==> src/design/video_macros.svh <==
`ifndef VIDEO_MACROS_SVH
`define VIDEO_MACROS_SVH

//////////////////////////////////////////////////
// Line and frame timing, progressive PAL
//////////////////////////////////////////////////

// One pixel per clock, 64 us line
`define H_TOTAL 448
`define V_TOTAL 312   // Lines per frame, no interlace

// Active picture in the top left corner
`define ACT_W 256
`define ACT_H 192

// Horizontal sync pulse, h counts
`define HS_START 304
`define HS_END   336   // First pixel after the pulse

// Lines with inverted sync pulses
`define VS_START 248
`define VS_END   251   // First line after vertical sync

//////////////////////////////////////////////////
// Pattern writer
//////////////////////////////////////////////////

`define POKE_LINE 192         // First line below the picture
`define POKE_LAST 16'hBFFF    // Pointer wraps here, page steps on

`endif

==> src/design/video_pkg.sv <==
`default_nettype none

package video_pkg;

   //////////////////////////////////////////////////
   // Beam position and sync
   //////////////////////////////////////////////////

   typedef struct packed {
      logic [8:0] h;        // Pixel within the line
      logic [8:0] v;        // Line within the frame
      logic       active;   // Inside the 256x192 picture
      logic       csync;    // Raw composite sync level
   } beam_t;

   // Colour at the pins with 3 bits per channel
   typedef struct packed {
      logic [2:0] r;
      logic [2:0] g;
      logic [2:0] b;
   } rgb_t;

   //////////////////////////////////////////////////
   // SRAM access
   //////////////////////////////////////////////////

   // Same shape for reads and writes
   // A read leaves wdata at zero and we low
   typedef struct packed {
      logic [20:0] addr;    // Top bit zero above page 19..16 and offset 15..0
      logic [7:0]  wdata;
      logic        we;      // One cycle strobe
   } sram_req_t;

endpackage

`default_nettype wire

==> src/design/pal_timing.sv <==
`default_nettype none

`include "video_macros.svh"

module pal_timing (
   input  logic               clk,
   input  logic               rst,
   output video_pkg::beam_t   beam
);

   import video_pkg::*;

   logic       h_wrap;   // Last pixel of the line
   logic       v_wrap;   // Last line of the frame
   logic [8:0] h_nxt;
   logic [8:0] v_nxt;

   // Sync level for a given position
   function automatic logic sync_level(input logic [8:0] h, input logic [8:0] v);
      logic in_hs;
      logic in_vs;
      in_hs = (h >= `HS_START) && (h < `HS_END);
      in_vs = (v >= `VS_START) && (v < `VS_END);
      // Pulses flip polarity on vertical sync lines
      if (in_vs) begin
         return in_hs;
      end
      return ~in_hs;
   endfunction

   // Picture area flag
   function automatic logic in_picture(input logic [8:0] h, input logic [8:0] v);
      return (h < `ACT_W) && (v < `ACT_H);
   endfunction

   //////////////////////////////////////////////////
   // Next count
   //////////////////////////////////////////////////

   always_comb begin
      h_wrap = (beam.h == 9'(`H_TOTAL - 1));
      v_wrap = (beam.v == 9'(`V_TOTAL - 1));
      if (h_wrap) begin
         h_nxt = '0;
         v_nxt = v_wrap ? 9'd0 : beam.v + 9'd1;   // New line, maybe new frame
      end else begin
         h_nxt = beam.h + 9'd1;
         v_nxt = beam.v;
      end
   end

   //////////////////////////////////////////////////
   // Registered beam
   //////////////////////////////////////////////////

   // Flags are worked out from the next count
   // so they line up with h and v in the same cycle
   always_ff @(posedge clk) begin
      if (rst) begin
         beam.h      <= '0;
         beam.v      <= '0;
         beam.active <= in_picture(9'd0, 9'd0);   // Top left pixel
         beam.csync  <= sync_level(9'd0, 9'd0);   // High, no pulse there
      end else begin
         beam.h      <= h_nxt;
         beam.v      <= v_nxt;
         beam.active <= in_picture(h_nxt, v_nxt);
         beam.csync  <= sync_level(h_nxt, v_nxt);
      end
   end

endmodule

`default_nettype wire

==> config.mk <==
export PLATFORM = sky130hd
export DESIGN_NAME = pal_timing
export DESIGN_NICKNAME = d
export VERILOG_FILES = /design/src/design/video_pkg.sv /design/src/design/pal_timing.sv
export VERILOG_INCLUDE_DIRS = /design/src /design/src/design
export SDC_FILE = /design/constraint.sdc
export NUM_CORES = 1
export LEC_CHECK = 0
export BUFFER_PORTS_ARGS = -buffer_cell sky130_fd_sc_hd__buf_4
export CAP_MARGIN = 30
export CORE_MARGIN = 4
export CORE_UTILIZATION = 55
export CTS_BUF_LIST = sky130_fd_sc_hd__clkbuf_8 sky130_fd_sc_hd__clkbuf_16
export DETAILED_ROUTE_END_ITERATION = 7
export HOLD_SLACK_MARGIN = 0.1
export PLACE_DENSITY = 0.75
export SLEW_MARGIN = 0
export SYNTH_ARGS = -nofsm -noshare
export SYNTH_HDL_FRONTEND = slang
export SYNTH_SLANG_ARGS = --single-unit
==> constraint.sdc <==
create_clock -name clk -period 2.98 [get_ports clk]
set_input_delay 0.596 -clock clk [delete_from_list [all_inputs] [get_ports clk]]
set_output_delay 0.596 -clock clk [all_outputs]
set_load 0.02 [all_outputs]
==> flow_summary.ini <==
[final_layout]
num-nets-final = 181
nFillCells = 213
n_antenna_cell = 0
drive_gt1_share_pct = 20.0
design_area_sq_mm = 0.00145
largest-register = beam
seqCellArea_sq_um = 400
largest_register_ff_count = 20
syn2layout_area_growth_pct = 14.0
top_regs = beam (20)
multi_input_area_sq_um = 786
final_util_pct = 65.4

[logic_synthesis]
ys_types = 49
yosys.area.top_type_share_pct = 31.6
synth.largest_area_cell = dfxtp_1
postSynthCellCount = 160
synth_edf_count = 0
syn-num-nets = 164
syn_area_sq_mm = 0.00127
yosysMostFrequentCell = nor2_1
async_flop_share_pct = 0
ys_ff_latch = 20
seq_area_frac_synth_pct = 31.6
synth_commonest_cells = 21 x nor2_1, 20 x dfxtp_1, 13 x a21oi_1, 13 x nand2_1, 8 x o21ai_0
ys_top_cells_by_area = dfxtp_1 32%, nor2_1 6.2%, a21oi_1 5.1%
syn_area_per_cell_sq_um = 7.93
ys.flop_type = dfxtp_1
synth-warning-count = 0

[die]
rows = 17
die_area_sq_mm = 0.00314
die_h_um = 56.0
pin_count = 22
die_w_um = 56.0
initial_utilization_pct = 57.4
design.core.area_sq_mm = 0.00221

[place]
dpl.hpwl_mm = 2.19
place_worst_setup_slack_ps = 550
io_buffers = 21
gp_congestion = 0.875
place_area_sq_mm = 0.00141

[critical_path]
cp_max_fo = 11
cp_slowest_cell = or2_2
timing.critical_path.buf_inv = 0
rr_worst_depth = 7
crit_path_end_kind = flop
max_stage_delay_ps = 450
r2r_setup_slack_ps = 500
arrival_ps = 2640
r2r_start = beam[11]
crit_family = simple AND/OR/NAND/NOR gates
r2r_end = beam[1]
start_kind = flop
path_class = reg -> reg
required_ps = 3140
path_cells = ha_1, nand4_1, or2_2, nor4_1, xnor2_1, o21ai_0, a31o_2

[clock_tree]
cts_setup_buffers = 0
clock_latency_ps = 260
cts-buffers-inserted = 3
cts_root_buffer = clkbuf_8
cts.htree.levels = 1
cts_hold_buffers = 0
cts_resized = 0
cts_tree = built
clkSlewWorstSetupHoldPaths_ps = 80
cts_max_path_buffers = 2
cts_sinks = 20

[pwr]
power_density_mw_per_mm2 = 333
peakVddDrop_v = 0.000217
power.leakage_nw = 0.509

[global_route]
gr-usage-met1_pct = 30.1
overflow = 0
busiest_layer = met2
grt_usage_pct = 20.9
antenna_found_initial = 0
grt_pass1_vias = 1129
use_met3_pct = 3.25
grt_util_met2_pct = 30.6
grt_max_degree = 22
grt_pass1_wl_mm = 5.36

[route]
via_per_inst = 6.16
dr.pass1.iters = 6
wl_per_cell_um = 15.4
dr.first_iter.drc_count = 42
ant_nets = 0
totalWireLength_mm = 3.13
route.vias.total = 1251
drc = 0

[timing]
rsz0062_at_grt = false
fmax_ghz = 0.403
slew_viol_final = 0
timing.slew.headroom_pct = 61.8
whs_ps = 530
finalSetupViolations = 0
min_period_ps = 2480
clock_skew_ps = 4.03
fin_crit_sh_pct = 83.2
tns_ps = 0
worstMarginPinSlew_ps = 571
hold_viol = 0
finalWorstSetupSlack_ps = 499

[worst_hold_path]
holdPathEnd = beam[3]
whs_path_depth = 2
hold_class = reg -> reg
hp-start = beam[3]

[run]
max_cap_violations = 0

[status]
status = completed
-- per-stage QoR --
step,cells,power [mW]
2_1_floorplan,160,0.296
3_3_place_gp,200,0.305
3_5_place_dp,200,0.306
4_1_cts,203,0.488
5_1_grt,203,0.502
6_report,203,0.482
-- worst max-delay path by stage --
stage               startpoint  endpoint  cells after the start
finish                beam[11]   beam[1]                      7
global route          beam[11]   beam[1]                      7
CTS                   beam[11]   beam[1]                      7
detailed placement    beam[11]   beam[1]                      7
global placement      beam[11]   beam[1]                      7
floorplan             beam[11]   beam[0]                      8
-- worst reg2reg max path: stages (launching register included) --
cell and delay [ps]:
dfxtp_1 440, ha_1 330, nand4_1 230, or2_2 450, nor4_1 390, xnor2_1 160
o21ai_0 130, a31o_2 250
-- cell families after synthesis --
logic type | count (synthesis) | synth area share, %
and+or+nand+nor | 79 | 33.6
AOI/OAI and AO/OA | 35 | 20.7
DFF | 20 | 31.6
buffers and inverters | 16 | 6.51
xor gates and xnor gates | 7 | 4.83
adders and majority gates | 2 | 1.97
muxes | 1 | 0.789
-- cell usage in the layout (no fill, tap or decap), drive strengths merged, types with 2 or more instances in the layout --
cell type,instances
dfxtp,20
clkbuf,3
nand4,7
or2,2
nor4,5
ha,2
a21oi,13
nor2b,3
or4,3
nand4b,2
o21ai,8
inv,7
nor2,22
xnor2,5
nor3,4
nand3,6
xor2,2
nand2b,2
nand3b,2
buf,21
and3,3
o221ai,2
a311oi,2
nand2,13
-- final cells by class --
type	count	share of cell area [%]
Tap cell	28	2.42
Timing Repair Buffer	21	10.9
Sequential cell	20	27.7
Inverter	7	1.82
Clock buffer	3	2.85
Multi-Input combinational cell	124	54.3
-- report_power, final --
group,leakage (nW),switching (mW),internal [mW]
Clock,0.0216,0.0916,0.0902
Sequential,0.162,0.00590,0.270
Combinational,0.326,0.0147,0.00891
-- metal layers --
metal | part of all wire [%] | wire length, um | up-vias
met5 | 0 | 0 | -
met4 | 1.7 | 53 | 0
met3 | 6.9 | 215 | 5
met2 | 44 | 1380 | 53
met1 | 47 | 1480 | 576
li1 | - | - | 617
No activity file was read; power rests on OpenSTA's default activity.
