===== src/design/video_macros.svh =====
`ifndef VIDEO_MACROS_SVH
`define VIDEO_MACROS_SVH

//////////////////////////////////////////////////
// Line and frame timing, progressive PAL
//////////////////////////////////////////////////

// One pixel per clock, 64 us line
`define H_TOTAL 448
`define V_TOTAL 312   // Lines per frame, no interlace

// Active picture in the top left corner
`define ACT_W 256
`define ACT_H 192

// Horizontal sync pulse, h counts
`define HS_START 304
`define HS_END   336   // First pixel after the pulse

// Lines with inverted sync pulses
`define VS_START 248
`define VS_END   251   // First line after vertical sync

//////////////////////////////////////////////////
// Pattern writer
//////////////////////////////////////////////////

`define POKE_LINE 192         // First line below the picture
`define POKE_LAST 16'hBFFF    // Pointer wraps here, page steps on

`endif


===== src/design/video_pkg.sv =====
`default_nettype none

package video_pkg;

   //////////////////////////////////////////////////
   // Beam position and sync
   //////////////////////////////////////////////////

   typedef struct packed {
      logic [8:0] h;        // Pixel within the line
      logic [8:0] v;        // Line within the frame
      logic       active;   // Inside the 256x192 picture
      logic       csync;    // Raw composite sync level
   } beam_t;

   // Colour at the pins with 3 bits per channel
   typedef struct packed {
      logic [2:0] r;
      logic [2:0] g;
      logic [2:0] b;
   } rgb_t;

   //////////////////////////////////////////////////
   // SRAM access
   //////////////////////////////////////////////////

   // Same shape for reads and writes
   // A read leaves wdata at zero and we low
   typedef struct packed {
      logic [20:0] addr;    // Top bit zero above page 19..16 and offset 15..0
      logic [7:0]  wdata;
      logic        we;      // One cycle strobe
   } sram_req_t;

endpackage

`default_nettype wire


===== src/design/frame_reader.sv =====
`default_nettype none

`include "video_macros.svh"

module frame_reader (
   input  logic                  clk,
   input  logic                  rst,
   input  video_pkg::beam_t      beam,
   input  logic [3:0]            page,
   input  logic [7:0]            rd_data,
   output video_pkg::sram_req_t  rd_req,
   output video_pkg::rgb_t       rgb,
   output logic                  csync
);

   import video_pkg::*;

   logic [15:0] vram_ptr;   // Read pointer within the page
   logic        act_d;      // Active flag, aligned with rd_data
   logic        csync_d;    // Sync, aligned with rd_data
   rgb_t        pix;        // Decoded colour before the pin register

   //////////////////////////////////////////////////
   // Read pointer
   //////////////////////////////////////////////////

   // One byte per active pixel, rewinds below the picture
   always_ff @(posedge clk) begin
      if (rst) begin
         vram_ptr <= '0;
      end else if (beam.v >= `ACT_H) begin
         vram_ptr <= '0;
      end else if (beam.active) begin
         vram_ptr <= vram_ptr + 16'd1;
      end
   end

   // Read request every cycle
   always_comb begin
      rd_req.addr  = {1'b0, page, vram_ptr};
      rd_req.wdata = '0;
      rd_req.we    = 1'b0;
   end

   //////////////////////////////////////////////////
   // Align with returning data
   //////////////////////////////////////////////////

   always_ff @(posedge clk) begin
      if (rst) begin
         act_d   <= 1'b0;
         csync_d <= 1'b1;
      end else begin
         act_d   <= beam.active;
         csync_d <= beam.csync;
      end
   end

   //////////////////////////////////////////////////
   // Colour decode
   //////////////////////////////////////////////////

   always_comb begin
      if (act_d) begin
         // RGB 3-3-2 byte, green on top
         pix.g = rd_data[7:5];
         pix.r = rd_data[4:2];
         pix.b = {rd_data[1:0], rd_data[1]};   // Stretch blue to 3 bits
      end else begin
         // Border from page bits 3..1
         pix.g = {3{page[3]}};
         pix.r = {3{page[2]}};
         pix.b = {3{page[1]}};
      end
   end

   // Pin registers, colour and sync together
   always_ff @(posedge clk) begin
      if (rst) begin
         rgb   <= '0;
         csync <= 1'b1;
      end else begin
         rgb   <= pix;
         csync <= csync_d;
      end
   end

endmodule

`default_nettype wire


===== config.mk =====
export PLATFORM = sky130hd
export DESIGN_NAME = frame_reader
export DESIGN_NICKNAME = d
export VERILOG_FILES = /design/src/design/video_pkg.sv /design/src/design/frame_reader.sv
export VERILOG_INCLUDE_DIRS = /design/src /design/src/design
export SDC_FILE = /design/constraint.sdc
export NUM_CORES = 1
export LEC_CHECK = 0
export BUFFER_PORTS_ARGS = -buffer_cell sky130_fd_sc_hd__clkbuf_2
export CORE_MARGIN = 3
export CORE_UTILIZATION = 44
export CTS_BUF_LIST = sky130_fd_sc_hd__clkbuf_2
export CTS_CLUSTER_DIAMETER = 200
export DETAILED_ROUTE_END_ITERATION = 8
export GPL_TIMING_DRIVEN = 0
export PLACE_DENSITY_LB_ADDON = 0.25
export SLEW_MARGIN = 40
export SYNTH_ARGS = -nofsm -noshare
export SYNTH_HDL_FRONTEND = slang
export SYNTH_SLANG_ARGS = --single-unit

===== constraint.sdc =====
create_clock -name clk -period 2 [get_ports clk]
set_input_delay 0.4 -clock clk [delete_from_list [all_inputs] [get_ports clk]]
set_output_delay 0.4 -clock clk [all_outputs]
set_load 0.03 [all_outputs]

==> results <==
- Of the total synthesized cell area, the portion taken by AND, OR, NAND and NOR gates is 0.226.
- Summed over all nets, the half-perimeter wirelength after detailed placement is a little under 2 mm.
- TritonCTS built the clock tree.
- The overflow left after global routing is 0.
- The class of the most critical setup path is reg -> reg.
- The worst hold path was traced through 2 stages.
- The worst register-to-register path begins at vram_ptr[2].
- The congestion estimate from routability-driven global placement came to around 0.7.
- The quantity of gates resized following cts is 0.
- The die covers roughly 3400 um^2.
- The tool flagged a number of max-cap violations equal to 0.
- The library cell used most frequently in the layout, excluding fill and tap cells, is sky130_fd_sc_hd__clkbuf_2.
- The portion of the clock cycle consumed by the worst path in the final layout is 0.786.
- The share of flip-flops with an asynchronous set or reset is 0.
- Wires add up to approximately 2.4 mm.
- The number of design-rule violations left by the first detailed-router iteration is 38.
- Synthesis instantiated 30 different standard cells from the library.
- In this run the worst path has a maximum fanout of 8.
- For this run, the register share of the synthesized area comes to 0.452.
- The number of vias per cell after detailed routing is approximately 4.6.
- The reg-to-reg setup timing slack is 0.43 ns.
- The number of global-route vias before repair is about 900.
- The layout overhead on the synthesized area is 26.9%.
- The worst register-to-register path has a depth of 5.
- The pin count of the biggest net entering global routing is 15.
- CTS placed an instance of sky130_fd_sc_hd__clkbuf_2 at the clock tree root.
- The worst hold path belongs to the class in -> reg.
- The final number of max-transition violations is 0.
- The sum of internal, switching and leakage power is just over 900 uW.
- Derived from the worst setup path, the maximum achievable clock frequency is 636 MHz.
- The endpoint identified for the worst register-to-register timing path is vram_ptr[13].
- The final total negative setup slack is 0 ns.
- The arrival time reported for the critical path endpoint is between 1.5 and 2 ns.
- For the worst setup path, the data required time is about 2.3 ns.
- The number of search-and-repair iterations in the first detailed-routing pass is 2.
- The hold buffer count at cts is 0.
- The global-route wire length before repair is ~3.8 mm.
- The setup clock skew after layout is roughly 0.0012 ns.
- Summing over every cut layer, the via total after detailed routing is between 1k and 1.5k.
- Setup violations remaining at the end of the flow were counted as 0.
- The final hold violation count is 0.
- The clock input transition at the sequential cells of the worst setup and hold paths is 0.22 ns.
- The compound-cell area share of the yosys netlist is 0.0848.
- The element type at the critical path end is a register.
- Counting flops with a built-in enable in the synthesized netlist gives 0.
- The minimum clock period is 1.57 ns.
- After synthesis the netlist holds a flip-flop and latch count of 27.
- Of the total synthesized cell area, the portion taken by XOR and XNOR cells is 0.0733.
- The static leakage is about 0.00070 uW.
- The level count of the clock H-tree is 1.
- The total setup buffers inserted after CTS is 0.
- In this run the worst setup path begins at vram_ptr[2].
- The clock drives 27 sinks.
- 74 I/O pins were placed.
- The yosys synthesis warning count is 0.
- Of the cells placed in the final design, the portion with a size suffix greater than 1 is 0.368.
- In the layout the commonest cells are sky130_fd_sc_hd__clkbuf_2, sky130_fd_sc_hd__dfxtp_1, sky130_fd_sc_hd__buf_4, sky130_fd_sc_hd__nand2_1, sky130_fd_sc_hd__a21oi_1.
- The post-detailed-route wirelength per cell is ~11 um.
- The mean post-synth cell area is approximately 8.9 um^2.
- For this run, the total global-route usage over all layers was measured as 0.146.
- The maximum resistive drop on vdd is between 0.0003 and 0.0004 V.
- The portion of netlist area occupied by mux cells is 0.0168.
- The longest clock path from root to sink contains 2 buffers.
- The overall die width is approximately 58 um.
- The initial utilization of the core area, before any placement, comes to 0.474.
- From bottom edge to top edge, the die measures slightly below 60 um.
- Buffers placed on the I/O ports in this run total 46.
- The layout filler cell count is between 200 and 300.
- The cell area after technology mapping is about 1200 um^2.
- Among all flip-flop cells after synthesis, the most frequent one is sky130_fd_sc_hd__dfxtp_1.
- The worst hold path endpoint is csync_d.
- The placement row count is 18.
- The cell count after synthesis is 134.
- The power density over the cells is 603 nW/um^2.
- 0 antenna diodes ended up in the layout.
- The insertion delay to the later sink of the worst-skew pair is around 0.34 ns.
- By area, the combinational part of the netlist is dominated by simple AND/OR/NAND/NOR gates.
- The detail route stage leaves a number of antenna-violating nets equal to 0.
- The run finished with clean final reports.
- At the end of the flow, the number of nets in the layout was 229.
- Setup repair after global routing left no endpoint under its margin.
- The beginning of the worst hold path is beam[0].
- The standard cell core area is about 2500 um^2.
- STA classifies the critical path startpoint as a register.
- The post-route DRC violation count is 0.
- The initial antenna violation count came to 0.
- Of the total synthesized cell area, the portion taken by full adders, half adders and majority gates is 0.0105.
- The number of clock buffers added by TritonCTS is 3.
[layout make-up]
cell class | instances | area, um^2 | share of cell area
Inverter | 3 | 11.3 | 0.00743
Multi-Input combinational cell | 92 | 529 | 0.349
Timing Repair Buffer | 46 | 230 | 0.152
Clock buffer | 4 | 20.0 | 0.0132
Tap cell | 30 | 37.5 | 0.0248
Sequential cell | 27 | 541 | 0.356
Buffer | 21 | 148 | 0.0974
[per-layer routing]
layer	vias to the layer above	track usage	share of wire
met4	0	0.0596	0.012
met3	5	0.0356	0.091
met2	41	0.247	0.47
li1	545	-	-
met1	445	0.176	0.43
met5	-	0	0
[metrics by stage]
stage	setup WS (ns)	instances	area (um^2)	util	hold WS [ns]
global placement	0.442	219	1500	0.593	0.395
global route	0.258	223	1520	0.601	0.187
CTS	0.416	223	1520	0.601	0.196
finish	0.427	223	1520	0.601	0.227
detailed placement	0.425	219	1500	0.593	0.398
floorplan	0.361	143	1230	-	0.389
[how the worst max path moves through the flow]
stage / endpoint / cells after the start
floorplan: vram_ptr[13] / 5
global placement: vram_ptr[11] / 6
detailed placement: vram_ptr[13] / 6
CTS: vram_ptr[13] / 5
global route: vram_ptr[11] / 5
finish: vram_ptr[13] / 5
[registers in the layout, summed over array words and instances (netlist names)]
signal,flops
vram_ptr,16
rgb,8
act_d,1
csync_d,1
csync,1
[synthesized netlist by cell type (2+ instances only)]
cell type / number / area share
sky130_fd_sc_hd__o21ai_0: 2 / 0.0084
sky130_fd_sc_hd__nand2b_1: 4 / 0.021
sky130_fd_sc_hd__nand4_1: 6 / 0.031
sky130_fd_sc_hd__mux2i_1: 2 / 0.017
sky130_fd_sc_hd__clkbuf_1: 3 / 0.0094
sky130_fd_sc_hd__inv_1: 3 / 0.0094
sky130_fd_sc_hd__and4_1: 4 / 0.029
sky130_fd_sc_hd__xor2_1: 5 / 0.037
sky130_fd_sc_hd__xnor2_1: 5 / 0.037
sky130_fd_sc_hd__or4_1: 2 / 0.013
sky130_fd_sc_hd__or2_2: 2 / 0.010
sky130_fd_sc_hd__nand2_1: 14 / 0.044
sky130_fd_sc_hd__o31ai_1: 2 / 0.013
sky130_fd_sc_hd__or3_1: 2 / 0.010
sky130_fd_sc_hd__a21oi_1: 12 / 0.050
sky130_fd_sc_hd__buf_4: 16 / 0.10
sky130_fd_sc_hd__nor2_1: 11 / 0.035
sky130_fd_sc_hd__dfxtp_1: 27 / 0.45
[critical path, stage by stage (launching register included)]
cell and delay (ns):
sky130_fd_sc_hd__dfxtp_1 0.47, sky130_fd_sc_hd__and4_1 0.19, sky130_fd_sc_hd__buf_2 0.18, sky130_fd_sc_hd__nand3_2 0.13, sky130_fd_sc_hd__or4_1 0.41, sky130_fd_sc_hd__a21oi_1 0.15
[report_power, final]
part / internal (uW) / total [uW] / switching (uW) / leakage [uW]
clock: 52.8 / 200 / 147 / 0.0000166
combinational: 56.6 / 155 / 98.5 / 0.000461
sequential: 554 / 559 / 5.54 / 0.000220
[cells by family after synthesis]
family,after synthesis
and+or+nand+nor,51
other,1
AOI/OAI and AO/OA,18
xor gates and xnor gates,10
muxes,2
buffers and inverters,24
adders and majority gates,1
DFF,27
Note: power is estimated with default switching activity, not from simulation.
