--- config.mk ---
export PLATFORM = sky130hd
export DESIGN_NAME = pattern_writer
export DESIGN_NICKNAME = d
export VERILOG_FILES = /design/src/design/video_pkg.sv /design/src/design/pattern_writer.sv
export VERILOG_INCLUDE_DIRS = /design/src /design/src/design
export SDC_FILE = /design/constraint.sdc
export NUM_CORES = 1
export LEC_CHECK = 0
export BUFFER_PORTS_ARGS = -buffer_cell sky130_fd_sc_hd__buf_4
export CAP_MARGIN = 5
export CORE_ASPECT_RATIO = 0.8
export CORE_MARGIN = 4
export CORE_UTILIZATION = 25
export CTS_CLUSTER_SIZE = 24
export DETAILED_ROUTE_END_ITERATION = 8
export GPL_TIMING_DRIVEN = 0
export PLACE_DENSITY = 0.47
export RECOVER_POWER = 25
export SETUP_SLACK_MARGIN = 0.4
export SKIP_CTS_REPAIR_TIMING = 1
export SLEW_MARGIN = 20
export SYNTH_ARGS = -nofsm -noshare
export SYNTH_HDL_FRONTEND = slang
export SYNTH_SLANG_ARGS = --single-unit
--- constraint.sdc ---
create_clock -name clk -period 4.6 [get_ports clk]
set_input_delay 0.46 -clock clk [delete_from_list [all_inputs] [get_ports clk]]
set_output_delay 0.46 -clock clk [all_outputs]
set_load 0.005 [all_outputs]
--- src/design/video_macros.svh ---
`ifndef VIDEO_MACROS_SVH
`define VIDEO_MACROS_SVH

//////////////////////////////////////////////////
// Line and frame timing, progressive PAL
//////////////////////////////////////////////////

// One pixel per clock, 64 us line
`define H_TOTAL 448
`define V_TOTAL 312   // Lines per frame, no interlace

// Active picture in the top left corner
`define ACT_W 256
`define ACT_H 192

// Horizontal sync pulse, h counts
`define HS_START 304
`define HS_END   336   // First pixel after the pulse

// Lines with inverted sync pulses
`define VS_START 248
`define VS_END   251   // First line after vertical sync

//////////////////////////////////////////////////
// Pattern writer
//////////////////////////////////////////////////

`define POKE_LINE 192         // First line below the picture
`define POKE_LAST 16'hBFFF    // Pointer wraps here, page steps on

`endif

--- src/design/video_pkg.sv ---
`default_nettype none

package video_pkg;

   //////////////////////////////////////////////////
   // Beam position and sync
   //////////////////////////////////////////////////

   typedef struct packed {
      logic [8:0] h;        // Pixel within the line
      logic [8:0] v;        // Line within the frame
      logic       active;   // Inside the 256x192 picture
      logic       csync;    // Raw composite sync level
   } beam_t;

   // Colour at the pins with 3 bits per channel
   typedef struct packed {
      logic [2:0] r;
      logic [2:0] g;
      logic [2:0] b;
   } rgb_t;

   //////////////////////////////////////////////////
   // SRAM access
   //////////////////////////////////////////////////

   // Same shape for reads and writes
   // A read leaves wdata at zero and we low
   typedef struct packed {
      logic [20:0] addr;    // Top bit zero above page 19..16 and offset 15..0
      logic [7:0]  wdata;
      logic        we;      // One cycle strobe
   } sram_req_t;

endpackage

`default_nettype wire

--- src/design/pattern_writer.sv ---
`default_nettype none

`include "video_macros.svh"

module pattern_writer (
   input  logic                  clk,
   input  logic                  rst,
   input  video_pkg::beam_t      beam,
   output video_pkg::sram_req_t  wr_req,
   output logic [3:0]            page
);

   import video_pkg::*;

   logic [15:0] poke_ptr;    // Write pointer within the page
   logic        poke_slot;   // Visible part of the write line
   logic        poke_we;
   logic        poke_step;

   // Line 192, first 256 pixels, one byte per four pixels
   assign poke_slot = (beam.v == `POKE_LINE) && (beam.h < `ACT_W);
   assign poke_we   = poke_slot && (beam.h[1:0] == 2'b00);
   assign poke_step = poke_slot && (beam.h[1:0] == 2'b01);   // Write first, step after

   always_comb begin
      wr_req.addr  = {1'b0, page, poke_ptr};
      wr_req.wdata = poke_ptr[14:7];   // Pattern byte from pointer
      wr_req.we    = poke_we;
   end

   //////////////////////////////////////////////////
   // Pointer and page
   //////////////////////////////////////////////////

   always_ff @(posedge clk) begin
      if (rst) begin
         poke_ptr <= '0;
         page     <= '0;
      end else if (poke_step) begin
         if (poke_ptr == `POKE_LAST) begin
            poke_ptr <= '0;
            page     <= page + 4'd1;   // Next 64K page, border changes too
         end else begin
            poke_ptr <= poke_ptr + 16'd1;
         end
      end
   end

endmodule

`default_nettype wire

==> results_dict.tcl, run 1 <==
set metrics [dict create \
    status "finished clean" \
    clock_path_buffers 2 \
    cp.depth 6 \
    ff2ff_setup_slack_ns 2.65 \
    grt_setup_unrepaired "no" \
    cts_sinks 20 \
    finalNonFillerCells 245 \
    root_buffer "clkbuf_8" \
    synth_seq_cells 20 \
    gr-usage-all-layers_pct 10.4 \
    grt_antenna_before_repair 0 \
    path_class "input port to primary output" \
    cp-end-kind "primary output" \
    drt-pass1-iter-count 4 \
    multiInputGateArea_sq_um 619 \
    layout-drive-gt1-share_pct 36.7 \
    cp_slowest_cell "nor3b_4" \
    fin_skew_ns 0.00282 \
    finalSetupViolations 0 \
    portBuffers 46 \
    drv_cap 0 \
    reg2reg_depth 7 \
    rows 21 \
    hold_class "input port to flip-flop" \
    htreeDepth 1 \
    cts_buffers 3 \
    synth.most_common_cell "dfxtp_1" \
    async_flop_share_pct 0 \
    hold_viol 0 \
    crit_fanout 6 \
    fillCellCount 472 \
    maxSlewViolCount 0 \
    regArea_sq_um 400 \
    vias 1083 \
    path_cells "buf_4 > and4bb_1 > nor3b_4 > and4b_1 > buf_4 > buf_4" \
    holdPathStages 3 \
    routabilityCongestion 0.738 \
    syn_to_final_growth_pct 40.7 \
    synth_commonest_cells "dfxtp_1, buf_4, nand2_1, nor2_1, a21oi_1" \
    grt_first_pass_wirelength_mm 4.83 \
    grt_pass1_vias 1030 \
    critical_path.most_common_cell "buf_4" \
    die_h_um 68.6 \
    die_area_sq_um 5750 \
    ys_types 34 \
    period_share_pct 43.8 \
    grt_max_degree 12 \
    start_util_pct 26.7 \
    path_clk_slew_ns 0.07 \
    drc 0 \
    rr_startpoint "poke_ptr[0]" \
    dpl.hpwl_mm 2.21 \
    yosys.area.top_type "dfxtp_1" \
    synth_edf_count 0 \
    peakVddDrop_mv 0.128 \
    max_freq_mhz 497 \
    first_iter_violations 22 \
    synthCells 138 \
    synth_fp_nets 162 \
    min-delay-start "rst" \
    cp.required_ns 4.14 \
    leakage_uw 0.000699 \
    avgSynthCellArea_sq_um 8.32 \
    tns_ns 0 \
    clock_latency_ns 0.26 \
    synth-main-ff-cell "dfxtp_1" \
    ys_seq_area_share_pct 34.9 \
    totalWireLength_mm 2.81 \
    cp.arrival_ns 1.55 \
    dp.cells 241 \
    cts_tree "built" \
    fin_nets 213 \
    hold-path-endpoint "poke_ptr[14]" \
    finish.utilization_pct 37.5 \
    r2r-end "poke_ptr[6]" \
    synth_area_leaders "dfxtp_1, buf_4, xor2_1" \
    num_io_pins 56 \
    grt_overflow 0 \
    powerDensity_nw_per_um2 209 \
    synth_warnings 0 \
    drt-vias-per-instance 4.42 \
    path_buf_inv 3 \
    critPathLaunchType "input port" \
    synth_top_area_share_pct 34.9 \
    diodes 0 \
    synth_area_sq_um 1150 \
    ant_nets 0 \
    cp_top_family "simple AND/OR/NAND/NOR gates" \
    dieWidth_um 83.8 \
    max_stage_delay_ns 0.30 \
    period_minus_slack_ns 2.01 \
    routedWlPerCell_um 11.5 \
    fp.coreArea_sq_um 4310 \
]
flip-flops by register name, indices dropped and copies added (netlist names):
register  flops
poke_ptr     16
page          4
layer usage:
layer,up-vias,part of all wire [%],track usage [%]
met4,0,0.14,1.81
met2,25,46,18.1
met5,-,0,0
li1,570,-,-
met1,486,47,12.3
met3,2,7.0,4.39
layout make-up:
cell class / count / area share (%)
Buffer: 17 / 7.28
Clock buffer: 4 / 3.41
Inverter: 3 / 0.697
Tap cell: 57 / 4.41
Timing Repair Buffer: 46 / 21.1
Multi-Input combinational cell: 98 / 38.3
Sequential cell: 20 / 24.8
placed cells by master, fill, tap and decap left out, drive strengths merged:
cell and n:
nor4 1, conb 1, xnor2 1, nand3 6
and4 2, or2b 2, ha 2, inv 3
a31oi 1, nor3b 4, dfxtp 20, nand4 8
buf 48, o21ai 8, nor2 13, and3 2
a21oi 11, and4b 1, o311ai 1, or4 1
nand2 14, clkbuf 19, nor3 1, xor2 7
nor2b 1, nand3b 1, and2 1, or3 6
and4bb 1, nand4bb 1
worst max path at each step:
stage / startpoint / endpoint / slack (ns)
2_1_floorplan: beam[6] / poke_ptr[13] / 2.86
3_3_place_gp: beam[6] / poke_ptr[13] / 2.53
3_5_place_dp: beam[6] / poke_ptr[13] / 2.51
4_1_cts: beam[6] / wr_req[0] / 2.59
5_1_grt: poke_ptr[0] / poke_ptr[6] / 2.46
6_report: beam[6] / wr_req[0] / 2.59
cells by family after synthesis:
logic type	share of synthesized area, %
other	0.326
and+or+nand+nor	35.7
DFF	34.9
AOI/OAI and AO/OA	9.59
adders and majority gates	2.18
buffers and inverters	11.2
xor gates and xnor gates	6.10
where the power goes:
part           internal (uW)  switching, uW  leakage, uW
registers                175           2.90     0.000161
logic                   15.0           8.69     0.000509
clock network           76.2           59.8    0.0000288
total                    266           71.4     0.000699
metrics by stage:
stage / hold slack, ns / worst slack, ns / power [uW] / area, sq um
finish: 0.482 / 2.59 / 337 / 1620
detailed placement: 0.510 / 2.51 / 206 / 1570
global placement: 0.481 / 2.53 / 206 / 1570
CTS: 0.476 / 2.59 / 344 / 1620
global route: 0.484 / 2.46 / 357 / 1620
floorplan: 0.484 / 2.86 / 190 / 1150
worst reg2reg max path: stages, from the launching register on:
cell and delay [ns]:
dfxtp_1 0.42, ha_1 0.26, nand2_1 0.13, nor4_4 0.34
nand4_2 0.21, or2b_1 0.20, buf_2 0.21, nor2_1 0.08
No activity file was read; power rests on OpenSTA's default activity.
==> run 2, diff against run 1 <==
==> constraint.sdc (replaced) <==
create_clock -name clk -period 1.9 [get_ports clk]
set_input_delay 0.19 -clock clk [delete_from_list [all_inputs] [get_ports clk]]
set_output_delay 0.19 -clock clk [all_outputs]
set_load 0.005 [all_outputs]
==> run 2 against run 1 <==
Compared with the run above: final area increased by 8.7%; total power increased by 140%; critical path type is now flip-flop to flip-flop; worst hold slack got worse by 0.25 ns; combinational power increased to 2.6 times the previous value; die area unchanged; global-route usage increased by 0.62 points; clock-buffer cell count unchanged; register-to-register slack got worse by 2.6 ns; clock power increased by 140%; largest power group unchanged; sequential power increased by 140%.
==> results_dict.tcl, run 2 (synthesis gave the netlist of run 1 again) <==
set metrics [dict create \
    diodes 0 \
    die_area_sq_um 5750 \
    routedWlPerCell_um 11.8 \
    period_share_pct 95.6 \
    rows 21 \
    first_iter_violations 28 \
    rr_startpoint "poke_ptr[3]" \
    path_buf_inv 0 \
    ff2ff_setup_slack_ns 0.08 \
    cp-end-kind "flip-flop" \
    totalWireLength_mm 2.97 \
    status "finished clean" \
    grt_overflow 0 \
    grt_setup_unrepaired "yes" \
    largest_register_ff_count 16 \
    largestRegisters "poke_ptr (16), page (4)" \
    die_h_um 68.6 \
    powerDensity_nw_per_um2 465 \
    cp.depth 5 \
    layout-drive-gt1-share_pct 48.0 \
    path_clk_slew_ns 0.08 \
    syn_to_final_growth_pct 53.1 \
    hold_class "input port to flip-flop" \
    drv_cap 0 \
    htreeDepth 1 \
    dieWidth_um 83.8 \
    setup_slack_ns 0.0829 \
    hold_viol 0 \
    finalSetupViolations 0 \
    gr-usage-all-layers_pct 11.0 \
    grt_first_pass_wirelength_mm 5.21 \
    fp.coreArea_sq_um 4310 \
    reg2reg_depth 5 \
    ant_nets 0 \
    drc 0 \
    vias 1151 \
    final_common_cell "buf_4" \
    grt_max_degree 12 \
    cts_buffers 3 \
    cp.arrival_ns 2.01 \
    maxSlewViolCount 0 \
    finalNonFillerCells 253 \
    start_util_pct 26.7 \
    root_buffer "clkbuf_8" \
    relSlewSlack_pct 65.7 \
    cts_sinks 20 \
    max_stage_delay_ns 0.44 \
    clock_latency_ns 0.26 \
    tightest_slew_ns 0.515 \
    r2r-end "page[2]" \
    clock_path_buffers 2 \
    max_freq_mhz 550 \
    crit_path_start "poke_ptr[3]" \
    holdPathStages 3 \
    path_cells "nand4_1 > nor4_4 > nand4_2 > or3_1 > a21oi_1" \
    num_io_pins 56 \
    dp.cells 241 \
    final_cell_mix "buf_4, nand2_1, nor2_1, dfxtp_1" \
    dp_worst_setup_slack_ns 0.0584 \
    crit_path_end "page[2]" \
    cp.required_ns 2.09 \
    drt-pass1-iter-count 4 \
    peakVddDrop_mv 0.265 \
    dpl.hpwl_mm 2.29 \
    crit_fanout 6 \
    portBuffers 46 \
    grt_pass1_vias 1172 \
    cts_tree "built" \
    period_minus_slack_ns 1.82 \
    leakage_uw 0.000775 \
    grt_antenna_before_repair 0 \
    routabilityCongestion 0.700 \
    fin_skew_ns 0.00295 \
    path_class "flip-flop to flip-flop" \
    cp_top_family "simple AND/OR/NAND/NOR gates" \
    top_register "poke_ptr" \
    drt-vias-per-instance 4.55 \
    fin_nets 221 \
    critPathLaunchType "flip-flop" \
    cp_slowest_cell "nor4_4" \
]
## run 2: cell count changes in the layout (fill, tap and decap cells not counted), moves of 3 or more
cell      delta
a21oi_1      -4
a21oi_2      +4
buf_4       +19
buf_6        +3
clkbuf_4    -12
dfxtp_1      -8
dfxtp_4      +6
## run 2: worst min path at each step
stage / from / end / slack (ns)
after floorplan: rst / poke_ptr[14] / 0.37
after global placement: page[3] / page[3] / 0.49
after detailed placement: page[3] / page[3] / 0.50
after CTS: rst / poke_ptr[14] / 0.23
after global routing: rst / poke_ptr[14] / 0.25
final: rst / poke_ptr[14] / 0.23
## run 2: cell type report
cell class                      instances  area (sq um)
Buffer                                 17           125
Clock buffer                            4          55.1
Fill cell                             452          2550
Inverter                                3          11.3
Multi-Input combinational cell         98           657
Sequential cell                        20           425
Tap cell                               57          71.3
Timing Repair Buffer                   54           413
## run 2: worst reg2reg max path, delay by kind of cell (launching register included)
kind               cells  cell delay [ns]
and+or+nand+nor        4             1.26
DFF                    1             0.37
AOI/OAI and AO/OA      1             0.12
## run 2: power by group
group	internal [uW]	total [uW]	switching [uW]	leakage (uW)
Combinational	39.1	62.1	23.0	0.000580
Clock	185	332	147	0.0000288
Sequential	416	423	6.79	0.000167
## run 2: metrics by stage
stage	power (uW)	utilization (%)	setup TNS (ns)	hold slack [ns]	area [sq um]
floorplan	461	-	0	0.372	1200
global placement	498	37.6	0	0.491	1620
detailed placement	499	37.6	0	0.496	1620
CTS	842	38.9	0	0.225	1670
global route	865	40.8	-0.0182	0.254	1760
finish	817	40.8	0	0.232	1760
## run 2: layer usage
| layer | global-route usage, % | vias up | wire, um |
|---|---|---|---|
| met2 | 19.7 | 34 | 1400 |
| met4 | 2.81 | 0 | 28 |
| li1 | - | 588 | - |
| met1 | 12.9 | 527 | 1340 |
| met5 | 0 | - | 0 |
| met3 | 3.56 | 2 | 200 |
==> run 3, diff against run 2 <==
--- a/config.mk
+++ b/config.mk
@@ -6,15 +6,16 @@
 export SDC_FILE = /design/constraint.sdc
 export NUM_CORES = 1
 export LEC_CHECK = 0
+export ABC_AREA = 1
 export BUFFER_PORTS_ARGS = -buffer_cell sky130_fd_sc_hd__buf_4
 export CAP_MARGIN = 5
 export CORE_ASPECT_RATIO = 0.8
 export CORE_MARGIN = 4
-export CORE_UTILIZATION = 25
+export CORE_UTILIZATION = 48
 export CTS_CLUSTER_SIZE = 24
 export DETAILED_ROUTE_END_ITERATION = 8
 export GPL_TIMING_DRIVEN = 0
-export PLACE_DENSITY = 0.47
+export PLACE_DENSITY = 0.77
 export RECOVER_POWER = 25
 export SETUP_SLACK_MARGIN = 0.4
 export SKIP_CTS_REPAIR_TIMING = 1
==> run 3 against run 2 <==
Compared with the run above: routed wire length up 17%; sequential power is 1% lower; sequential share of layout area decreased by 3.2 points; synthesized area rose by 25%; flip-flop and latch count unchanged; global-route usage is 6.1 points higher; largest power group unchanged; highest routed layer unchanged.
==> results_dict.tcl, run 3 <==
set metrics [dict create \
    syn_to_final_growth_pct 34.0 \
    drc 0 \
    grt_first_pass_wirelength_mm 5.55 \
    htreeDepth 1 \
    synth_warnings 0 \
    cts_buffers 3 \
    hold_viol 0 \
    ys_seq_area_share_pct 27.9 \
    crit_fanout 6 \
    synth.most_common_cell "nand2_1" \
    leakage_uw 0.000922 \
    combPwrFrac_pct 7.1 \
    cp.required_ns 2.06 \
    period_minus_slack_ns 1.54 \
    ff2ff_setup_slack_ns 0.36 \
    synth_area_sq_um 1440 \
    synth_top_area_share_pct 27.9 \
    grt_antenna_before_repair 0 \
    grt_max_degree 11 \
    synth_seq_cells 20 \
    final_cell_mix "nand2_1, buf_4, nor2_1, inv_1, dfxtp_1" \
    synth-main-ff-cell "dfxtp_1" \
    clock_latency_ns 0.26 \
    grt_pass1_vias 1314 \
    rows 17 \
    gr-usage-all-layers_pct 17.1 \
    die_area_sq_um 3930 \
    synth_area_leaders "dfxtp_1, nand2_1, nor2_1" \
    stdcell_area_sq_um 1920 \
    drv_cap 0 \
    fin_skew_ns 0.00153 \
    diodes 0 \
    critPathLaunchType "flip-flop" \
    avgSynthCellArea_sq_um 6.24 \
    yosys.area.top_type "dfxtp_1" \
    largestRegisters "poke_ptr (16), page (4)" \
    start_util_pct 51.1 \
    fp.coreArea_sq_um 2810 \
    cts_tree "built" \
    pwr-share-clk_pct 37.0 \
    cp-end-kind "flip-flop" \
    fin_nets 306 \
    num_io_pins 56 \
    ys_types 27 \
    maxSlewViolCount 0 \
    status "finished clean" \
    drt-vias-per-instance 4.88 \
    dieWidth_um 69.1 \
    synthCells 230 \
    hold_class "input port to flip-flop" \
    r2r-end "poke_ptr[11]" \
    async_flop_share_pct 0 \
    drt-pass1-iter-count 4 \
    root_buffer "clkbuf_8" \
    multiInputGateArea_sq_um 841 \
    tns_ns 0 \
    fillCellCount 268 \
    cp.arrival_ns 1.70 \
    hold-worst-slack_ns 0.231 \
    path_clk_slew_ns 0.07 \
    synth_commonest_cells "nand2_1, nor2_1, inv_1, dfxtp_1" \
    ant_nets 0 \
    top_register "poke_ptr" \
    layout-drive-gt1-share_pct 35.0 \
    portBuffers 45 \
    period_share_pct 81.1 \
    vias 1551 \
    finalSetupViolations 0 \
    max_freq_mhz 649 \
    reg2reg_depth 10 \
    synth_edf_count 0 \
    final_common_cell "nand2_1" \
    die_h_um 56.9 \
    rr_startpoint "poke_ptr[0]" \
    dpl.hpwl_mm 2.64 \
    grt_overflow 0 \
    p_seq_share_pct 55.8 \
    totalWireLength_mm 3.47 \
    path_class "flip-flop to flip-flop" \
    internal_power_uw 583 \
    p_sw_uw 164 \
    routabilityCongestion 0.857 \
    dpl-instance-area_sq_um 1820 \
    peakVddDrop_mv 0.363 \
    routedWlPerCell_um 10.9 \
    synth_fp_nets 254 \
    cts_sinks 20 \
    grt_setup_unrepaired "yes" \
    clock_path_buffers 2 \
    first_iter_violations 53 \
    regArea_sq_um 404 \
    swShare_pct 22.0 \
    largest_register_ff_count 16 \
    crit_path_end "poke_ptr[11]" \
    powerDensity_nw_per_um2 389 \
    crit_path_start "poke_ptr[0]" \
]
run 3: power by group through the flow:
stage          Clock [uW]  Sequential (uW)  Combinational, uW
2_1_floorplan           0              429               25.2
3_5_place_dp            0              429               52.1
3_3_place_gp            0              429               51.4
6_report              277              417               53.2
4_1_cts               285              419               52.1
5_1_grt               299              417               58.5
run 3: metrics by stage:
step | util [%] | setup WS [ns] | instances | power [uW]
after CTS | 66.3 | 0.297 | 316 | 756
after detailed placement | 64.8 | 0.324 | 313 | 481
after global placement | 64.8 | 0.320 | 313 | 480
after floorplan | - | 0.490 | 230 | 454
after global routing | 68.5 | 0.228 | 318 | 775
final | 68.5 | 0.359 | 318 | 748
run 3: critical path, stage by stage (launching register included):
cell,delay [ns]
dfxtp_1,0.44
ha_4,0.18
nand2_4,0.07
nor2_4,0.15
inv_4,0.06
nor2_8,0.12
nand2_1,0.08
nor2_2,0.15
nor2_4,0.07
inv_2,0.08
nor2_1,0.04
run 3: cell type report:
| type | instances | area share (%) |
|---|---|---|
| Timing Repair Buffer | 47 | 18.3 |
| Multi-Input combinational cell | 164 | 43.7 |
| Sequential cell | 20 | 21.0 |
| Buffer | 16 | 6.31 |
| Tap cell | 38 | 2.47 |
| Inverter | 30 | 5.99 |
| Clock buffer | 3 | 2.15 |
run 3: worst min path at each step:
| stage | startpoint | slack, ns | depth (start not counted) | end |
|---|---|---|---|---|
| after floorplan | rst | 0.44 | 2 | poke_ptr[1] |
| after global placement | rst | 0.50 | 2 | poke_ptr[10] |
| after detailed placement | rst | 0.49 | 2 | poke_ptr[2] |
| after CTS | rst | 0.22 | 2 | poke_ptr[2] |
| after global routing | rst | 0.25 | 2 | poke_ptr[10] |
| final | rst | 0.23 | 2 | poke_ptr[1] |
run 3: cell families (layout without fill, tap and decap cells):
kind of cell | Yosys count | after routing | synth area share (%)
AND/OR/NAND/NOR | 150 | 150 | 49.4
AO/OA/AOI/OAI | 11 | 11 | 4.36
flip-flops | 20 | 20 | 27.9
buffers and inverters | 46 | 96 | 16.3
adder cells (fa/ha/maj) | 2 | 2 | 1.74
other | 1 | 1 | 0.261
run 3: per-layer routing:
metal / routed length, um / vias up / track usage (%) / share of wire (%)
li1: - / 800 / - / -
met1: 1540 / 703 / 21.9 / 44
met2: 1670 / 42 / 29.3 / 48
met3: 227 / 6 / 4.11 / 6.5
met4: 40 / 0 / 3.90 / 1.2
met5: 0 / - / 0 / 0
